### config.mk
export PLATFORM = sky130hd
export DESIGN_NAME = spi_bridge_top
export DESIGN_NICKNAME = d
export VERILOG_FILES = /design/src/spi_bridge_pkg.sv /design/src/apb_spi_regs.sv /design/src/spi_bridge_top.sv /design/src/spi_shift_engine.sv /design/src/spi_slave_fanout.sv
export SDC_FILE = /design/constraint.sdc
export NUM_CORES = 1
export LEC_CHECK = 0
export BUFFER_PORTS_ARGS = -buffer_cell sky130_fd_sc_hd__buf_2
export CORE_MARGIN = 5
export CORE_UTILIZATION = 64
export DETAILED_ROUTE_END_ITERATION = 10
export PLACE_DENSITY = 0.85
export SLEW_MARGIN = 20
export SYNTH_ARGS = -nofsm -noshare
export SYNTH_HDL_FRONTEND = slang
export SYNTH_SLANG_ARGS = --single-unit
### constraint.sdc
create_clock -name clk_fpga -period 3.05 [get_ports clk_fpga]
set_input_delay 0.61 -clock clk_fpga [delete_from_list [all_inputs] [get_ports clk_fpga]]
set_output_delay 0.61 -clock clk_fpga [all_outputs]
set_load 0.02 [all_outputs]
### src/spi_bridge_pkg.sv
// shared map and types of the spi bridge; four slaves and a 2-cycle sclk half period are fixed here
package spi_bridge_pkg;

   ////////////////////////////////////////////////////////////////////////////
   // sizes and constants
   localparam int num_slaves = 4;
   localparam int sel_w      = $clog2(num_slaves);  // select index width
   localparam int sclk_div   = 2;                   // clk_fpga cycles per sclk half period
   localparam int sclk_cnt_w = (sclk_div > 1) ? $clog2(sclk_div) : 1;
   localparam int paddr_w    = 4;                   // enough for four word registers

   // slave select indices, board order
   localparam logic [sel_w-1:0] slv_db_tx = 2'd0;
   localparam logic [sel_w-1:0] slv_db_rx = 2'd1;
   localparam logic [sel_w-1:0] slv_codec = 2'd2;
   localparam logic [sel_w-1:0] slv_cgen  = 2'd3;   // also reachable over the aux path

   // register offsets
   localparam logic [paddr_w-1:0] reg_ctrl   = 4'h0;
   localparam logic [paddr_w-1:0] reg_txdata = 4'h4;  // write launches a transfer
   localparam logic [paddr_w-1:0] reg_rxdata = 4'h8;
   localparam logic [paddr_w-1:0] reg_status = 4'hC;  // read clears irq

   ////////////////////////////////////////////////////////////////////////////
   // control word, slave index in the low bits
   typedef struct packed {
      logic [23:0]      rsvd;
      logic             irq_en;
      logic [4:0]       len_m1;   // bit count minus one
      logic [sel_w-1:0] slave;
   } spi_ctrl_t;

   // one apb write word, seen as ctrl or raw shift data by address
   typedef union packed {
      spi_ctrl_t   ctrl;
      logic [31:0] data;
   } spi_word_u;

   typedef struct packed {
      logic             start;    // one-cycle pulse
      logic [sel_w-1:0] slave;
      logic [4:0]       len;      // bits minus one
      logic [31:0]      data;
   } spi_cmd_t;

   typedef struct packed {
      logic        busy;
      logic        done;          // one-cycle pulse, rdata valid
      logic [31:0] rdata;
   } spi_rsp_t;

   typedef struct packed {
      logic sclk;
      logic mosi;
      logic act;                  // a slave is selected
   } spi_lines_t;

endpackage

### src/apb_spi_regs.sv
// apb3 slave on clk_fpga; txdata writes stall while busy, everything else is zero-wait
`timescale 1ns/1ps

module apb_spi_regs (
   input  logic                                clk_fpga,
   input  logic                                arst_n,
   // apb3
   input  logic [spi_bridge_pkg::paddr_w-1:0]  paddr,
   input  logic                                psel,
   input  logic                                penable,
   input  logic                                pwrite,
   input  logic [31:0]                         pwdata,
   output logic [31:0]                         prdata,
   output logic                                pready,
   // engine side
   output spi_bridge_pkg::spi_cmd_t            cmd,
   input  spi_bridge_pkg::spi_rsp_t            rsp,
   output logic                                irq
);
   import spi_bridge_pkg::*;

   spi_ctrl_t   ctrl_q;
   spi_word_u   wword;       // incoming write word, two views
   logic [31:0] txd_q;
   logic [31:0] rxd_q;       // last received word
   logic        start_q;
   logic        irq_q;       // sticky until status read
   logic        wr_acc;
   logic        rd_acc;
   logic        stall;

   ////////////////////////////////////////////////////////////////////////////
   // access decode

   assign wword.data = pwdata;
   assign wr_acc     = psel & penable & pwrite;
   assign rd_acc     = psel & penable & ~pwrite;

   // start_q counts as busy, engine sees it one cycle late
   assign stall  = wr_acc & (paddr == reg_txdata) & (rsp.busy | start_q);
   assign pready = ~stall;

   ////////////////////////////////////////////////////////////////////////////
   // registers

   always_ff @(posedge clk_fpga or negedge arst_n) begin
      if (!arst_n) begin
         ctrl_q  <= '0;
         txd_q   <= '0;
         rxd_q   <= '0;
         start_q <= 1'b0;
         irq_q   <= 1'b0;
      end else begin
         start_q <= 1'b0;                          // single-cycle pulse
         if (wr_acc && pready) begin
            case (paddr)
               reg_ctrl: begin
                  ctrl_q        <= '0;             // reserved bits read back zero
                  ctrl_q.slave  <= wword.ctrl.slave;
                  ctrl_q.len_m1 <= wword.ctrl.len_m1;
                  ctrl_q.irq_en <= wword.ctrl.irq_en;
               end
               reg_txdata: begin
                  txd_q   <= wword.data;
                  start_q <= 1'b1;                 // launch on next clock
               end
               default: ;                          // rxdata, status read only
            endcase
         end
         if (rsp.done) rxd_q <= rsp.rdata;          // latch reply
         // set beats clear when both land together
         if (rsp.done && ctrl_q.irq_en) begin
            irq_q <= 1'b1;
         end else if (rd_acc && (paddr == reg_status)) begin
            irq_q <= 1'b0;
         end
      end
   end

   ////////////////////////////////////////////////////////////////////////////
   // read mux, no wait states

   always_comb begin
      case (paddr)
         reg_ctrl:   prdata = ctrl_q;
         reg_txdata: prdata = txd_q;
         reg_rxdata: prdata = rxd_q;
         reg_status: prdata = {30'd0, irq_q, rsp.busy};  // bit1 irq, bit0 busy
         default:    prdata = 32'd0;
      endcase
   end

   // command to the engine, ctrl fields sampled by the engine at start
   assign cmd.start = start_q;
   assign cmd.slave = ctrl_q.slave;
   assign cmd.len   = ctrl_q.len_m1;
   assign cmd.data  = txd_q;

   assign irq = irq_q;

endmodule

### src/spi_bridge_top.sv
// top of the apb to spi bridge; pclk is clk_fpga, slave pins are indexed by select index
`timescale 1ns/1ps

module spi_bridge_top (
   input  logic                                  clk_fpga,
   input  logic                                  arst_n,
   // apb3 slave
   input  logic [spi_bridge_pkg::paddr_w-1:0]    paddr,
   input  logic                                  psel,
   input  logic                                  penable,
   input  logic                                  pwrite,
   input  logic [31:0]                           pwdata,
   output logic [31:0]                           prdata,
   output logic                                  pready,
   // spi slaves
   output logic [spi_bridge_pkg::num_slaves-1:0] slv_sclk,
   output logic [spi_bridge_pkg::num_slaves-1:0] slv_sen_n,
   output logic [spi_bridge_pkg::num_slaves-1:0] slv_mosi,
   input  logic [spi_bridge_pkg::num_slaves-1:0] slv_miso,
   // aux spi to cgen
   input  logic                                  aux_sclk,
   input  logic                                  aux_sen_n,
   input  logic                                  aux_mosi,
   output logic                                  aux_miso_irq
);
   import spi_bridge_pkg::*;

   spi_cmd_t         cmd;
   spi_rsp_t         rsp;
   spi_lines_t       lines;
   logic [sel_w-1:0] sel;
   logic             miso;       // merged return
   logic             irq;

   // register file, input side
   apb_spi_regs u_regs (
      .clk_fpga (clk_fpga), .arst_n (arst_n),
      .paddr (paddr), .psel (psel), .penable (penable), .pwrite (pwrite),
      .pwdata (pwdata), .prdata (prdata), .pready (pready),
      .cmd (cmd), .rsp (rsp), .irq (irq)
   );

   spi_shift_engine u_engine (
      .clk_fpga (clk_fpga), .arst_n (arst_n),
      .cmd (cmd), .rsp (rsp), .lines (lines), .sel (sel), .miso (miso)
   );

   // pin side
   spi_slave_fanout u_fanout (
      .lines (lines), .sel (sel),
      .aux_sclk (aux_sclk), .aux_sen_n (aux_sen_n), .aux_mosi (aux_mosi), .irq (irq),
      .slv_sclk (slv_sclk), .slv_sen_n (slv_sen_n), .slv_mosi (slv_mosi),
      .slv_miso (slv_miso), .miso (miso), .aux_miso_irq (aux_miso_irq)
   );

endmodule

### src/spi_shift_engine.sv
// spi mode-0 master, msb first, 1 to 32 bits; slave and length are latched at start
`timescale 1ns/1ps

module spi_shift_engine (
   input  logic                             clk_fpga,
   input  logic                             arst_n,
   input  spi_bridge_pkg::spi_cmd_t         cmd,
   output spi_bridge_pkg::spi_rsp_t         rsp,
   output spi_bridge_pkg::spi_lines_t       lines,
   output logic [spi_bridge_pkg::sel_w-1:0] sel,
   input  logic                             miso
);
   import spi_bridge_pkg::*;

   typedef enum logic [1:0] {
      st_idle,
      st_shift,
      st_finish
   } state_t;

   state_t                state;
   logic [sclk_cnt_w-1:0] hcnt;     // half-period counter
   logic [4:0]            bcnt;     // bits left minus one
   logic [31:0]           sreg;     // tx shifter, active bit at msb
   logic [31:0]           rx_q;     // rx shifter, fills from lsb
   logic [sel_w-1:0]      sel_q;
   logic                  sclk_q;
   logic                  act_q;
   logic                  done_q;

   ////////////////////////////////////////////////////////////////////////////
   // fsm and shifters

   always_ff @(posedge clk_fpga or negedge arst_n) begin
      if (!arst_n) begin
         state  <= st_idle;
         hcnt   <= '0;
         bcnt   <= '0;
         sreg   <= '0;
         rx_q   <= '0;
         sel_q  <= '0;
         sclk_q <= 1'b0;
         act_q  <= 1'b0;
         done_q <= 1'b0;
      end else begin
         done_q <= 1'b0;
         case (state)
            st_idle: begin
               if (cmd.start) begin
                  state <= st_shift;
                  act_q <= 1'b1;                   // sen_n drops next cycle
                  sel_q <= cmd.slave;
                  bcnt  <= cmd.len;
                  hcnt  <= '0;
                  // left-justify so the first bit sits on mosi already
                  sreg  <= cmd.data << (5'd31 - cmd.len);
                  rx_q  <= '0;
               end
            end
            st_shift: begin
               if (hcnt == sclk_cnt_w'(sclk_div - 1)) begin
                  hcnt   <= '0;
                  sclk_q <= ~sclk_q;
                  if (!sclk_q) begin
                     rx_q <= {rx_q[30:0], miso};   // rising edge, sample
                  end else if (bcnt == 5'd0) begin
                     state <= st_finish;           // last falling edge
                  end else begin
                     bcnt <= bcnt - 5'd1;
                     sreg <= {sreg[30:0], 1'b0};   // falling edge, next bit out
                  end
               end else begin
                  hcnt <= hcnt + 1'b1;
               end
            end
            st_finish: begin
               act_q  <= 1'b0;                     // deselect
               done_q <= 1'b1;
               sreg   <= '0;                       // park mosi low
               state  <= st_idle;
            end
            default: state <= st_idle;
         endcase
      end
   end

   // done shows up together with busy falling
   assign rsp.busy  = (state != st_idle);
   assign rsp.done  = done_q;
   assign rsp.rdata = rx_q;                        // right-aligned by construction

   assign lines.sclk = sclk_q;
   assign lines.mosi = sreg[31];
   assign lines.act  = act_q;
   assign sel        = sel_q;

endmodule

### src/spi_slave_fanout.sv
// purely combinational; an active aux select overrides the engine on the cgen pins
`timescale 1ns/1ps

module spi_slave_fanout (
   input  spi_bridge_pkg::spi_lines_t            lines,
   input  logic [spi_bridge_pkg::sel_w-1:0]      sel,
   // aux path for the clock generator
   input  logic                                  aux_sclk,
   input  logic                                  aux_sen_n,
   input  logic                                  aux_mosi,
   input  logic                                  irq,
   // slave pins
   output logic [spi_bridge_pkg::num_slaves-1:0] slv_sclk,
   output logic [spi_bridge_pkg::num_slaves-1:0] slv_sen_n,
   output logic [spi_bridge_pkg::num_slaves-1:0] slv_mosi,
   input  logic [spi_bridge_pkg::num_slaves-1:0] slv_miso,
   output logic                                  miso,
   output logic                                  aux_miso_irq
);
   import spi_bridge_pkg::*;

   logic [num_slaves-1:0] eng_sen_n;   // engine selects, before aux override

   ////////////////////////////////////////////////////////////////////////////
   // select decode and gating

   always_comb begin
      for (int i = 0; i < num_slaves; i++) begin
         eng_sen_n[i] = ~(lines.act & (sel == sel_w'(i)));
         slv_sen_n[i] = eng_sen_n[i];
         slv_sclk[i]  = lines.sclk & ~eng_sen_n[i];  // idle slaves see no edges
         slv_mosi[i]  = lines.mosi & ~eng_sen_n[i];
      end
      // host drives cgen directly while aux select is low
      if (!aux_sen_n) begin
         slv_sclk[slv_cgen]  = aux_sclk;
         slv_sen_n[slv_cgen] = aux_sen_n;
         slv_mosi[slv_cgen]  = aux_mosi;
      end
   end

   // unselected slaves are masked off, so their miso is don't-care
   assign miso = |(slv_miso & ~eng_sen_n);

   // return pin doubles as interrupt when aux is idle
   assign aux_miso_irq = aux_sen_n ? irq : slv_miso[slv_cgen];

endmodule

; ---- Yosys cells after proc, flatten, opt, wreduce, memory -nomap -nowiden
; Cells that the tools add are included.
[word_totals]
register_bits = 151
inputBits = 48
[op_classes]
bitwise = 27
reduce_logical = 23
addsub = 3
eq_ne = 14
shift = 1
n_mux = 34
[ops]
columns = op, count
row1 = two-way mux 32 bit, 7
row2 = one-hot mux 32 bit (4 select lines), 1
row3 = one-hot mux 32 bit (3 select lines), 1
row4 = one-hot mux 32 bit (2 select lines), 1
row5 = << shifter 32 x 5 -> 32 bit, 1
row6 = two-way mux 5 bit, 4
row7 = AND 1 bit, 17
row8 = two-way mux 1 bit, 12
row9 = AND reduction 2 bit, 6
row10 = one-hot mux 5 bit (2 select lines), 1
row11 = AND reduction 5 bit, 2
row12 = "== test 4 bit, second input constant", 2
row13 = two-way mux 2 bit, 4
row14 = AND reduction 4 bit, 2
row15 = nonzero test 2 bit, 4
row16 = inverter 1 bit, 7
row17 = "== test 2 bit, second input constant", 3
row18 = "inequality test 2 x 1 -> 1 bit, second input constant", 3
row19 = "inequality test 2 bit, second input constant", 3
row20 = zero test 5 bit, 1
row21 = "subtractor 5 x 1 -> 5 bit, second input constant", 1
row22 = "subtractor 5 bit, first input constant", 1
row23 = AND 4 bit, 1
row24 = "== test 2 x 1 -> 1 bit, second input constant", 2
row25 = 11 further kinds, 15

; ---- Logic depth before layout (Yosys ltp)
; Gate-level depths: netlist of run 1.
[logic_depth]
word_depth = 9
ltp_mapped = 10
depth_no_buf = 7

; ---- Cells and area by module
; Synthesis of run 1 repeated with hierarchy kept, for this count alone.
[hier_totals]
hier_cells = 735
hier_area_um2 = 8592.0
[modules_own_cells]
columns = module, seq_area_each_um2, area_each_um2, n_inst, cells_each
row1 = spi_shift_engine, 1926.8, 5014.8, 1, 476
row2 = apb_spi_regs, 1851.8, 3430.8, 1, 237
row3 = spi_slave_fanout, 0.0, 146.4, 1, 22

; ---- Least setup slack after synthesis of run 1
; Ideal clock, no wire load.
[synth_path]
path_type = input to output
from = input paddr[1] in the netlist's numbering
to = output pready
required_ps = 2440
cell_stages = 5
t_arrival_ps = 1692
n_path_buf = 1
setup_slack_ps = 748
cell_sequence = or2_1 -> buf_2 -> or3_1 -> nor3b_2 -> nand2_1
[synth_between]
elab_chain_len = 4
[synth_lines]
columns = element, line
row1 = from (decl), spi_bridge_top.sv:8  ; input logic [spi_bridge_pkg::paddr_w-1:0] paddr,
row2 = == test 4 x 3 -> 1 bit, apb_spi_regs.sv:40  ; assign stall = wr_acc & (paddr == reg_txdata) & (rsp.busy | start_q);
row3 = AND 1 bit (2 in series), apb_spi_regs.sv:40
row4 = inverter 1 bit, apb_spi_regs.sv:41  ; assign pready = ~stall;
row5 = to (decl), spi_bridge_top.sv:14  ; output logic pready,
; Every way passes these cells.

; ---- Worst setup path in the final report of run 1
[layout_path]
from = register u_regs.ctrl_q, in the netlist u_regs.cmd[33]
to = output prdata[3]
[layout_between]
elab_chain_len = 1
[layout_lines]
columns = element, line
row1 = from (decl), apb_spi_regs.sv:22  ; spi_ctrl_t ctrl_q;
row2 = one-hot mux 32 bit (4 select lines), apb_spi_regs.sv:84  ; case (paddr)
row3 = to (decl), spi_bridge_top.sv:13  ; output logic [31:0] prdata,
; Every way passes these cells.

==> results of run 1 <==
-- registers in the layout (all words and copies together) (netlist names) --
signal,count
u_engine.sclk_q,1
u_regs.irq,1
u_engine.sel,2
u_regs.ctrl_q,1
u_engine.bcnt,5
u_regs.cmd,7
u_engine.sreg,32
u_regs.txd_q,32
u_engine.done_q,1
u_regs.start_q,1
u_engine.state,2
u_regs.rxd_q,32
u_engine.act_q,1
u_engine.rx_q,32
u_engine.hcnt,1
-- layer usage --
layer	vias up	global-route usage [%]	share of wire (%)
met2	379	49.3	50
met1	3513	39.5	39
met4	0	13.2	3.3
met5	-	0	0
met3	67	5.80	7.8
li1	3049	-	-
-- path summary, 6_finish.rpt --
kind	from	end	slack [ns]	cells after the start
worst min-delay path	arst_n	u_regs.rxd_q[0]$_DFFE_PN0P_	0.13	1
min in group clk_fpga	pwdata[16]	u_regs.txd_q[16]$_DFFE_PN0P_	0.41	2
worst max register to register	u_regs.cmd[33]$_DFFE_PN0P_	u_engine.sreg[23]$_DFFE_PN0P_	0.43	6
worst min register to register	u_engine.rx_q[31]$_DFFE_PN0P_	u_engine.rx_q[31]$_DFFE_PN0P_	0.48	2
worst max-delay path	u_regs.cmd[33]$_DFFE_PN0P_	prdata[3]	0.39	6
max in group asynchronous	arst_n	u_engine.sreg[1]$_DFFE_PN0P_	2.07	2
-- power breakdown --
| group | total [mW] | leakage [nW] | switching [mW] | internal [mW] |
|---|---|---|---|---|
| Clock | 1.97 | 0.270 | 0.892 | 1.08 |
| Combinational | 1.77 | 2.22 | 0.996 | 0.772 |
| Sequential | 2.67 | 2.01 | 0.370 | 2.30 |
| Total | 6.41 | 4.50 | 2.26 | 4.15 |
-- logic make-up after synthesis --
family          after synthesis  share of synthesized area, %
simple gates                220                          10.9
flops                       151                          43.5
compound gates              170                          13.1
fa+ha+maj                     5                         0.720
mux                         167                          27.4
xor+xnor                      1                         0.101
buf+inv                      83                          4.33
-- layout by cell type (no fill, tap or decap), types with 7 or more instances in the layout --
master | netlist | layout
dfrtp_1 | 151 | 149
buf_2 | 18 | 92
nor2b_1 | 9 | 8
buf_4 | 3 | 22
nor2_1 | 84 | 84
o21ai_0 | 40 | 40
a21oi_1 | 33 | 33
nand3_1 | 7 | 7
a22o_1 | 17 | 17
mux2i_1 | 40 | 40
clkbuf_16 | 0 | 17
mux2_4 | 29 | 29
a31oi_1 | 9 | 9
inv_1 | 16 | 16
mux4_2 | 39 | 39
mux2_2 | 59 | 59
a22oi_1 | 27 | 27
nand2_1 | 87 | 87
a221oi_1 | 12 | 12
and2_1 | 7 | 7
-- cell type report --
class / count / area share (%)
Clock inverter: 14 / 1.13
Sequential cell: 151 / 38.5
Multi-Input combinational cell: 563 / 46.2
Tap cell: 176 / 2.24
Timing Repair Buffer: 117 / 6.89
Inverter: 16 / 0.611
Clock buffer: 18 / 4.47
-- stage by stage --
stage | utilization [%] | instance area [µm²] | worst slack [ns]
final | 73.9 | 9830 | 0.387
after global routing | 73.9 | 9830 | 0.210
after CTS | 73.9 | 9830 | 0.375
after detailed placement | 69.8 | 9280 | 0.459
after global placement | 69.8 | 9280 | 0.538
after floorplan | - | 8690 | 0.748
==> metrics.md, run 1 <==
| Metric | Value |
|---|---|
| Worst-Skew Late Latency | 0.43 ns |
| Hold_ws | 0.133 ns |
| Post-Syn Nets | 850 |
| Hpwl dp | 16.1 mm |
| Kind of end point of the critical path | output pin |
| Initial antenna violation count | 0 |
| Slew Viols, Final | 0 |
| Fin nets | 919 |
| Top cells by area, synth | dfrtp_1, mux4_2, mux2_2, mux2_4, mux2i_1 |
| Routed wire length per instance | 22.1 µm |
| Worst path arrival time | 2.05 ns |
| Crit-path max FO | 25 |
| Post-CTS setup repair buffer count | 0 |
| Area of the multi-input gates | 0.00454 mm² |
| Async set or reset register ratio after synthesis | 100% |
| CTS Root Buffer Type | clkbuf_16 |
| Pwr Total | 6.41 mW |
| All-Layer GR Usage | 30.1% |
| DR vias/cell | 6.64 |
| TritonCTS clock tree | yes |
| Fmax | 376 MHz |
| Sequential area share after synthesis | 43.5% |
| Mapped Avg Cell Area | 10.9 µm² |
| Row cnt | 42 |
| Relative slew margins | 46.1% |
| CTS clk-pin slew, worst paths | 0.06 ns |
| Drt first pass iters | 6 |
| Iteration-0 DRC Markers | 704 |
| RSZ-0062 raised after global routing | false |
| Post-synth EDFFs | 0 |
| DRC Markers | 0 |
| Synth cell types | 52 |
| Count leader, synth | dfrtp_1 |
| Buf/Inv on CP | 2 |
| Antenna-violating nets left | 0 |
| Outcome | finished, final reports clean |
| Final wirelength | 23.3 mm |
| Pin count of the biggest net entering global routing | 66 |
| P&R area growth vs syn | 13.1% |
| Post-synthesis cell count | 797 |
| Fillers | 892 |
| Post-route insts no fill | 1055 |
| Worst Skew | 0.00905 ns |
| CP max stage delay | 0.62 ns |
| Final setup fails | 0 |
| CTS buffer count | 17 |
| Post-Syn Area | 0.00869 mm² |
| CP max-delay cell | dfrtp_2 |
| Synth Flop Type | dfrtp_1 |
| FF+latch count, synth | 151 |
| First-pass GRT wire length | 38.4 mm |
| Cell leakage power | 4.50 nW |
| Crit path cell chain | buf_4 -> mux2i_1 -> nor2_1 -> a21oi_1 -> nor2_1 -> buf_2 |
| Placed cells | 1023 |
| Yosys warnings | 0 |
| Die Ht | 127 µm |
| IO Count | 94 |
| Die ar. | 0.0160 mm² |
| Core area | 0.0133 mm² |
| Number of global-route vias before repair | 7179 |
| Hold_buf cts | 0 |
| CP Launch Type | flop |
| Vias | 7008 |
| Top-area cell type share of the netlist area | 43.5% |
| Cell mode on critical path | nor2_1 |
| Minimum clock period | 2.66 ns |
| H-tree depth | 4 |
| Starting Density | 65.4% |
| # resized after CTS | 0 |
| CP Class | flop to output pin |
| Worst Hold Class | primary input to async pin |
| Die W | 127 µm |
| GPL Wtd Cong | 0.929 |
| Congestion Overflow GR | 0 |
| Max cap viols | 0 |
| Power Dens Cells | 652 mW/mm² |
| CP required | 2.44 ns |
| Setup TNS | 0 ns |
| Final Cycle Share | 87.3% |
| Final hold vios | 0 |
| Slew @ Worst Pin | 0.809 ns |
| CTS Sinks | 151 |
| Crit path max-delay family | flip-flops |
| Share of cells above drive strength 1 | 32.1% |
| Peak supply drop | 0.356 mV |
| PortBufs | 93 |
| Post-synth top area cell | dfrtp_1 |
| Maximum clock insertion buffer count | 2 |
| Leading post-synthesis cells by instance count | dfrtp_1, nand2_1, nor2_1 |
| Antenna Diode Count | 0 |
| Sequential cell area | 0.00378 mm² |
(Power assumes the default switching activity.)
==> inputs of run 2 (changes only) <==
--- a/config.mk
+++ b/config.mk
@@ -13,4 +13,5 @@
 export SLEW_MARGIN = 20
 export SYNTH_ARGS = -nofsm -noshare
 export SYNTH_HDL_FRONTEND = slang
+export SYNTH_HIERARCHICAL = 1
 export SYNTH_SLANG_ARGS = --single-unit
==> run 2 against run 1 <==
Worst setup slack worse by 0.12 ns. First-iteration DRC count is 1.7% lower. Critical endpoint is now prdata[4]. Combinational power is 39% higher. Hold slack better by 0.0069 ns. Power is 11% higher. Largest cell class unchanged. Wire length is 7.0% lower. Sequential share of layout area is 0.55 points higher. Maximum frequency is 4.3% lower. Design area is 1.5% lower. Highest routed layer unchanged.
==> metrics.md, run 2 <==
| Metric | Value |
|---|---|
| Outcome | finished, final reports clean |
| Pin count of the biggest net entering global routing | 53 (-20%) |
| H-tree depth | 4 (unchanged) |
| Fmax | 359 MHz (-4.3%) |
| CTS Root Buffer Type | clkbuf_16 |
| Leading post-synthesis cells by instance count | dfrtp_1, a22o_1, mux2_2 |
| Post-route cell area | 0.00969 mm² (-1.5%) |
| Synth Flop Type | dfrtp_1 |
| PnR worst setup slack | 0.268 ns (-0.119 ns) |
| RSZ-0062 raised after global routing | false |
| CP required | 2.44 ns (about the same) |
| Switch share | 38.1% (+2.8 points) |
| Area of the multi-input gates | 0.00441 mm² (-3.0%) |
| Number of global-route vias before repair | 6738 (-6.1%) |
| IO Count | 94 (unchanged) |
| Core area | 0.0132 mm² (-0.79%) |
| Minimum clock period | 2.78 ns (+0.119 ns) |
| P_int | 4.42 mW (+6.4%) |
| Core Util, Final | 73.4% (-0.49 points) |
| Starting Density | 65.1% (-0.25 points) |
| Post-route insts no fill | 994 (-5.8%) |
| CTS clk-pin slew, worst paths | 0.06 ns (about the same) |
| Relative slew margins | 41.0% (-5.1 points) |
| Slew @ Worst Pin | 0.885 ns (+0.0769 ns) |
| Fin nets | 859 (-6.5%) |
| Worst-Skew Late Latency | 0.43 ns (about the same) |
| Sequential cell area | 0.00378 mm² (about the same) |
| Row cnt | 42 (unchanged) |
| Die W | 126 µm (-0.54%) |
| FF+latch count, synth | 151 (unchanged) |
| TritonCTS clock tree | yes |
| Pwr Total | 7.14 mW (+11%) |
| Cell leakage power | 4.51 nW (+0.24%) |
| # resized after CTS | 0 (unchanged) |
| Routed wire length per instance | 21.8 µm (-1.3%) |
| First-pass GRT wire length | 35.8 mm (-6.7%) |
| P&R area growth vs syn | 12.7% |
| Post-Syn Area | 0.00859 mm² (-1.2%) |
| Power Dens Cells | 737 mW/mm² (+13%) |
| Post-DP Area | 0.00914 mm² (-1.5%) |
| All-Layer GR Usage | 28.1% (-2.0 points) |
| PortBufs | 93 (unchanged) |
| Final hold vios | 0 (unchanged) |
| Maximum clock insertion buffer count | 2 (unchanged) |
| Fillers | 867 (-2.8%) |
| Vias | 6609 (-5.7%) |
| Hold_ws | 0.140 ns (+0.00694 ns) |
| Congestion Overflow GR | 0 (unchanged) |
| Final Cycle Share | 91.2% (+3.9 points) |
| Die Ht | 126 µm (-0.54%) |
| Most common cell after layout, fill and taps aside | dfrtp_1 |
| Hold_buf cts | 0 (unchanged) |
| Setup TNS | 0 ns (unchanged) |
| Async set or reset register ratio after synthesis | 100% (unchanged) |
| Top cells by area, synth | dfrtp_1, mux4_2, mux2_2, a22o_1, mux2_4 |
| P_sw | 2.72 mW (+20%) |
| Worst path arrival time | 2.17 ns (+0.12 ns) |
| Share of cells above drive strength 1 | 35.2% (+3.1 points) |
| Max cap viols | 0 (unchanged) |
| Post-synth top area cell | dfrtp_1 |
| DRC Markers | 0 (unchanged) |
| Die ar. | 0.0158 mm² (-1.1%) |
| Seq pwr share | 38.2% (-3.5 points) |
| Post-CTS setup repair buffer count | 0 (unchanged) |
| Crit-path max FO | 25 (unchanged) |
| Post-placement setup slack | 0.320 ns (-0.139 ns) |
| Mapped Avg Cell Area | 11.7 µm² (+7.2%) |
| Initial antenna violation count | 0 (unchanged) |
| CP Launch Type | flop |
| Placed cells | 962 (-6.0%) |
| Sequential area share after synthesis | 44.0% (+0.51 points) |
| Worst Skew | 0.0107 ns (+0.00165 ns) |
| Kind of end point of the critical path | output pin |
| CTS buffer count | 17 (unchanged) |
| Antenna Diode Count | 0 (unchanged) |
| Slew Viols, Final | 0 (unchanged) |
| Top-area cell type share of the netlist area | 44.0% (+0.51 points) |
| DR vias/cell | 6.65 (about the same) |
| CP Class | flop to output pin |
| Antenna-violating nets left | 0 (unchanged) |
| Peak supply drop | 0.539 mV (+51%) |
| Post-synthesis cell count | 735 (-7.8%) |
| Yosys warnings | 6 (+6) |
| Count leader, synth | dfrtp_1 |
| Most frequent cells in the layout | dfrtp_1, buf_2, a22o_1, mux2_2, nand2_1 |
| Worst Hold Class | primary input to async pin |
| Final setup fails | 0 (unchanged) |
| Synth cell types | 55 (+5.8%) |
| CTS Sinks | 151 (unchanged) |
| Post-synth EDFFs | 0 (unchanged) |
| Clock Power Share | 27.3% (-3.4 points) |
| Iteration-0 DRC Markers | 692 (-1.7%) |
| Drt first pass iters | 5 (-1) |
| Hpwl dp | 14.6 mm (-9.0%) |
| Comb pwr share | 34.5% (+6.9 points) |
| Post-Syn Nets | 789 (-7.2%) |
| GPL Wtd Cong | 0.891 (-4.1%) |
| Final wirelength | 21.7 mm (-7.0%) |
-- run 2: kinds of logic (layout without fill, tap and decap cells) --
group,count (synthesis),after routing,share of synthesized area [%]
multiplexers,166,166,26.7
flip-flops,151,151,44.0
XOR/XNOR,2,2,0.204
adder cells (fa/ha/maj),6,6,0.874
AND/OR/NAND/NOR,155,155,8.42
AO/OA/AOI/OAI,174,174,14.9
buffers and inverters,81,164,4.94
-- run 2: critical path: stages, from the launching register on --
cell     delay [ns]
dfrtp_1        0.92
mux2i_1        0.19
or2_2          0.33
a21oi_1        0.13
buf_2          0.18
-- run 2: area by class of cell --
type	count	area share, %
Sequential cell	151	39.0
Timing Repair Buffer	118	7.07
Clock buffer	18	4.43
Clock inverter	14	1.19
Inverter	14	0.542
Multi-Input combinational cell	503	45.5
Tap cell	176	2.27
-- run 2: layer usage --
layer	global-route usage (%)	wire, µm	part of all wire (%)	vias to the layer above
li1	-	-	-	2877
met1	38.6	8920	41	3324
met2	43.4	10500	48	351
met3	6.99	1710	7.9	57
met4	11.4	608	2.8	0
met5	0	0	0	-
-- run 2: final timing paths --
check / start / endpoint / slack [ns] / depth (start not counted)
worst max-delay path: u_regs/cmd[34]$_DFFE_PN0P_ / prdata[4] / 0.27 / 4
worst min-delay path: arst_n / u_engine/state[1]$_DFFE_PN0P_ / 0.14 / 1
worst max register to register: u_engine/state[0]$_DFFE_PN0P_ / u_engine/sreg[23]$_DFFE_PN0P_ / 0.47 / 8
worst min register to register: u_engine/sreg[22]$_DFFE_PN0P_ / u_engine/sreg[22]$_DFFE_PN0P_ / 0.48 / 2
max in group asynchronous: arst_n / u_engine/sel[1]$_DFFE_PN0P_ / 2.19 / 2
min in group clk_fpga: pwdata[8] / u_regs/txd_q[8]$_DFFE_PN0P_ / 0.41 / 2
-- run 2: power groups by stage --
stage | clock (mW) | sequential (mW) | combinational (mW)
finish | 1.95 | 2.72 | 2.46
global route | 2.07 | 2.77 | 2.66
CTS | 1.98 | 2.71 | 2.43
detailed placement | 0 | 2.74 | 2.41
global placement | 0 | 2.71 | 2.31
floorplan | 0 | 2.57 | 1.91
==> inputs of run 3 (changes only) <==
--- a/config.mk
+++ b/config.mk
@@ -5,6 +5,7 @@
 export SDC_FILE = /design/constraint.sdc
 export NUM_CORES = 1
 export LEC_CHECK = 0
+export ABC_AREA = 1
 export BUFFER_PORTS_ARGS = -buffer_cell sky130_fd_sc_hd__buf_2
 export CORE_MARGIN = 5
 export CORE_UTILIZATION = 64
==> run 3 against run 2 <==
Die area shrank 0.35%. Combinational power grew 36%. Maximum frequency grew 8.3%. Sequential power grew 2%. Design area shrank 1.0%. Sequential share of layout area grew 0.39 points. Hold slack gained 0.029 ns. Critical path type unchanged. Critical endpoint is now pready. Largest power group is now combinational cells. Highest routed layer unchanged.
==> metrics.md, run 3 <==
| Metric | Value |
|---|---|
| CP max stage delay | 0.40 ns (-0.52 ns) |
| Routed length on met2 | 11.0 mm (+4.8%) |
| CP Class | flop to output pin |
| Die Ht | 126 µm (-0.17%) |
| Routed wire length per instance | 16.8 µm (-23%) |
| Seq pwr share | 34.0% (-4.2 points) |
| Max cap viols | 0 (unchanged) |
| Power Dens Cells | 854 mW/mm² (+16%) |
| Count leader, synth | nand2_1 |
| P&R area growth vs syn | 12.0% |
| CTS Root Buffer Type | clkbuf_16 |
| Drt first pass iters | 6 (+1) |
| Post-CTS setup repair buffer count | 0 (unchanged) |
| Most common cell after layout, fill and taps aside | nand2_1 |
| Relative slew margins | 57.7% (+17 points) |
| Congestion Overflow GR | 0 (unchanged) |
| Hold_buf cts | 0 (unchanged) |
| Post-Syn Nets | 1214 (+54%) |
| Worst Hold Class | primary input to async pin |
| Core Util, Final | 72.7% (-0.76 points) |
| All-Layer GR Usage | 30.3% (+2.2 points) |
| P_int | 4.66 mW (+5.4%) |
| Top-area cell type share of the netlist area | 44.1% (+0.17 points) |
| Fin nets | 1263 (+47%) |
| DR vias/cell | 6.02 (-9.5%) |
| Starting Density | 64.9% (-0.25 points) |
| Worst-Skew Late Latency | 0.43 ns (about the same) |
| Most frequent cells in the layout | nand2_1, nand3_1, dfrtp_1, inv_1, buf_2 |
| Initial antenna violation count | 0 (unchanged) |
| Core area | 0.0132 mm² (unchanged) |
| Top Layer Used | met4 |
| Post-synth EDFFs | 0 (unchanged) |
| CTS Sinks | 151 (unchanged) |
| Die ar. | 0.0158 mm² (-0.35%) |
| Peak supply drop | 0.503 mV (-6.7%) |
| Number of global-route vias before repair | 7864 (+17%) |
| FF+latch count, synth | 151 (unchanged) |
| Cell leakage power | 4.73 nW (+4.8%) |
| Antenna Diode Count | 0 (unchanged) |
| Sequential area share after synthesis | 44.1% (+0.17 points) |
| Metal3 WL | 2.11 mm (+23%) |
| Kind of end point of the critical path | output pin |
| Clock Power Share | 25.3% (-2.0 points) |
| Crit path cell chain | inv_1 -> ha_1 -> inv_2 -> nor2_2 -> or2_1 -> buf_2 |
| P_sw | 3.53 mW (+30%) |
| Pin count of the biggest net entering global routing | 70 (+32%) |
| Row cnt | 42 (unchanged) |
| Vias | 8404 (+27%) |
| Outcome | finished, final reports clean |
| Switch share | 43.1% (+5.0 points) |
| First-pass GRT wire length | 38.8 mm (+8.6%) |
| CTS buffer count | 17 (unchanged) |
| R2R Path Start | u_engine/state[1]$_DFFE_PN0P_ |
| Hpwl dp | 16.2 mm (+11%) |
| Crit path launch | u_engine/state[1]$_DFFE_PN0P_ |
| Mapped Avg Cell Area | 7.38 µm² (-37%) |
| Antenna-violating nets left | 0 (unchanged) |
| R2R Setup Slk | 0.52 ns (+0.05 ns) |
| DRC Markers | 0 (unchanged) |
| Synth cell types | 34 (-38%) |
| Worst path arrival time | 1.96 ns (-0.21 ns) |
| Placed cells | 1366 (+42%) |
| Final wirelength | 23.5 mm (+8.5%) |
| Die W | 126 µm (-0.17%) |
| Iteration-0 DRC Markers | 1058 (+53%) |
| CTS clk-pin slew, worst paths | 0.06 ns (about the same) |
| Synth Flop Type | dfrtp_1 |
| Final hold vios | 0 (unchanged) |
| Minimum clock period | 2.57 ns (-0.213 ns) |
| Post-synth top area cell | dfrtp_1 |
| TritonCTS clock tree | yes |
| Post-Syn Area | 0.00856 mm² (-0.38%) |
| CP max-delay cell | dfrtp_1 |
| Maximum clock insertion buffer count | 2 (unchanged) |
| Met1 WL | 9.78 mm (+9.7%) |
| # resized after CTS | 0 (unchanged) |
| IO Count | 94 (unchanged) |
| RSZ-0062 raised after global routing | false |
| Yosys warnings | 6 (unchanged) |
| Slew @ Worst Pin | 0.632 ns (-0.254 ns) |
| Slew Viols, Final | 0 (unchanged) |
| Share of cells above drive strength 1 | 14.6% (-21 points) |
| PortBufs | 93 (unchanged) |
| H-tree depth | 4 (unchanged) |
| Async set or reset register ratio after synthesis | 100% (unchanged) |
| GPL Wtd Cong | 0.966 (+8.5%) |
| Crit-path max FO | 6 (-76%) |
| CP required | 2.44 ns (about the same) |
| Top cells by area, synth | dfrtp_1, nand2_1, nand3_1, inv_1, o21ai_0 |
| Fmax | 389 MHz (+8.3%) |
| Final Cycle Share | 84.2% (-7.0 points) |
| Post-synthesis cell count | 1160 (+58%) |
| Leading post-synthesis cells by instance count | nand2_1, nand3_1, dfrtp_1 |
| CP Launch Type | flop |
| Setup TNS | 0 ns (unchanged) |
| Final setup fails | 0 (unchanged) |
| Reg2Reg Depth | 8 (unchanged) |
| Post-route insts no fill | 1397 (+41%) |
| Comb pwr share | 40.8% (+6.3 points) |
| Worst Skew | 0.0105 ns (-0.000209 ns) |
| Reg2reg end | u_engine/sreg[24]$_DFFE_PN0P_ |
==> run 3: worst max path at each step <==
stage,endpoint
4_1_cts,pready
3_5_place_dp,u_engine/sreg[24]$_DFFE_PN0P_
5_1_grt,u_engine/sreg[28]$_DFFE_PN0P_
3_3_place_gp,u_engine/sreg[24]$_DFFE_PN0P_
6_report,pready
2_1_floorplan,prdata[13]
==> run 3: cell type report <==
| cell class | count | area, µm² |
|---|---|---|
| multi-input cells | 805 | 3890 |
| flip-flops and latches | 151 | 3780 |
| fillers | 1044 | 3600 |
| repair buffers | 115 | 674 |
| inverters | 119 | 447 |
| clock buffers | 18 | 439 |
| well taps | 176 | 220 |
| clock inverters | 13 | 139 |
==> run 3: power by group through the flow <==
stage                     Clock [mW]  Sequential (mW)  Combinational, mW
final                           2.07             2.78               3.34
after CTS                       2.08             2.77               3.26
after detailed placement           0             2.79               3.23
after floorplan                    0             2.66               2.60
after global routing            2.18             2.82               3.74
after global placement             0             2.79               3.16
==> run 3: kinds of logic (layout without fill, tap and decap cells) <==
group                      count (synthesis)  count (layout)  synth area share, %
AOI/OAI and AO/OA                        173             173                 11.3
xor gates and xnor gates                   2               2                0.205
adders and majority gates                  6               6                0.877
buffers and inverters                    204             265                 10.6
DFF                                      151             151                 44.1
muxes                                      8               8                 1.05
and+or+nand+nor                          616             616                 31.9
==> run 3: routing by layer <==
| layer | vias to the layer above | global-route usage (%) |
|---|---|---|
| met1 | 3979 | 42.6 |
| li1 | 3933 | - |
| met5 | - | 0 |
| met2 | 433 | 46.7 |
| met4 | 0 | 11.9 |
| met3 | 59 | 5.93 |
==> run 3: critical path, delay by kind of cell (launching register included) <==
family | cells | cell delay [ns]
and+or+nand+nor | 2 | 0.45
buffers and inverters | 3 | 0.40
DFF | 1 | 0.40
adders and majority gates | 1 | 0.27
==> run 3: through the flow <==
stage	setup WS [ns]	hold slack, ns	cell area, µm²	power [mW]
floorplan	0.833	0.314	8560	5.27
global placement	0.616	0.460	9010	5.94
detailed placement	0.547	0.472	9010	6.02
CTS	0.497	0.194	9590	8.11
global route	0.333	0.213	9590	8.75
finish	0.481	0.168	9590	8.19
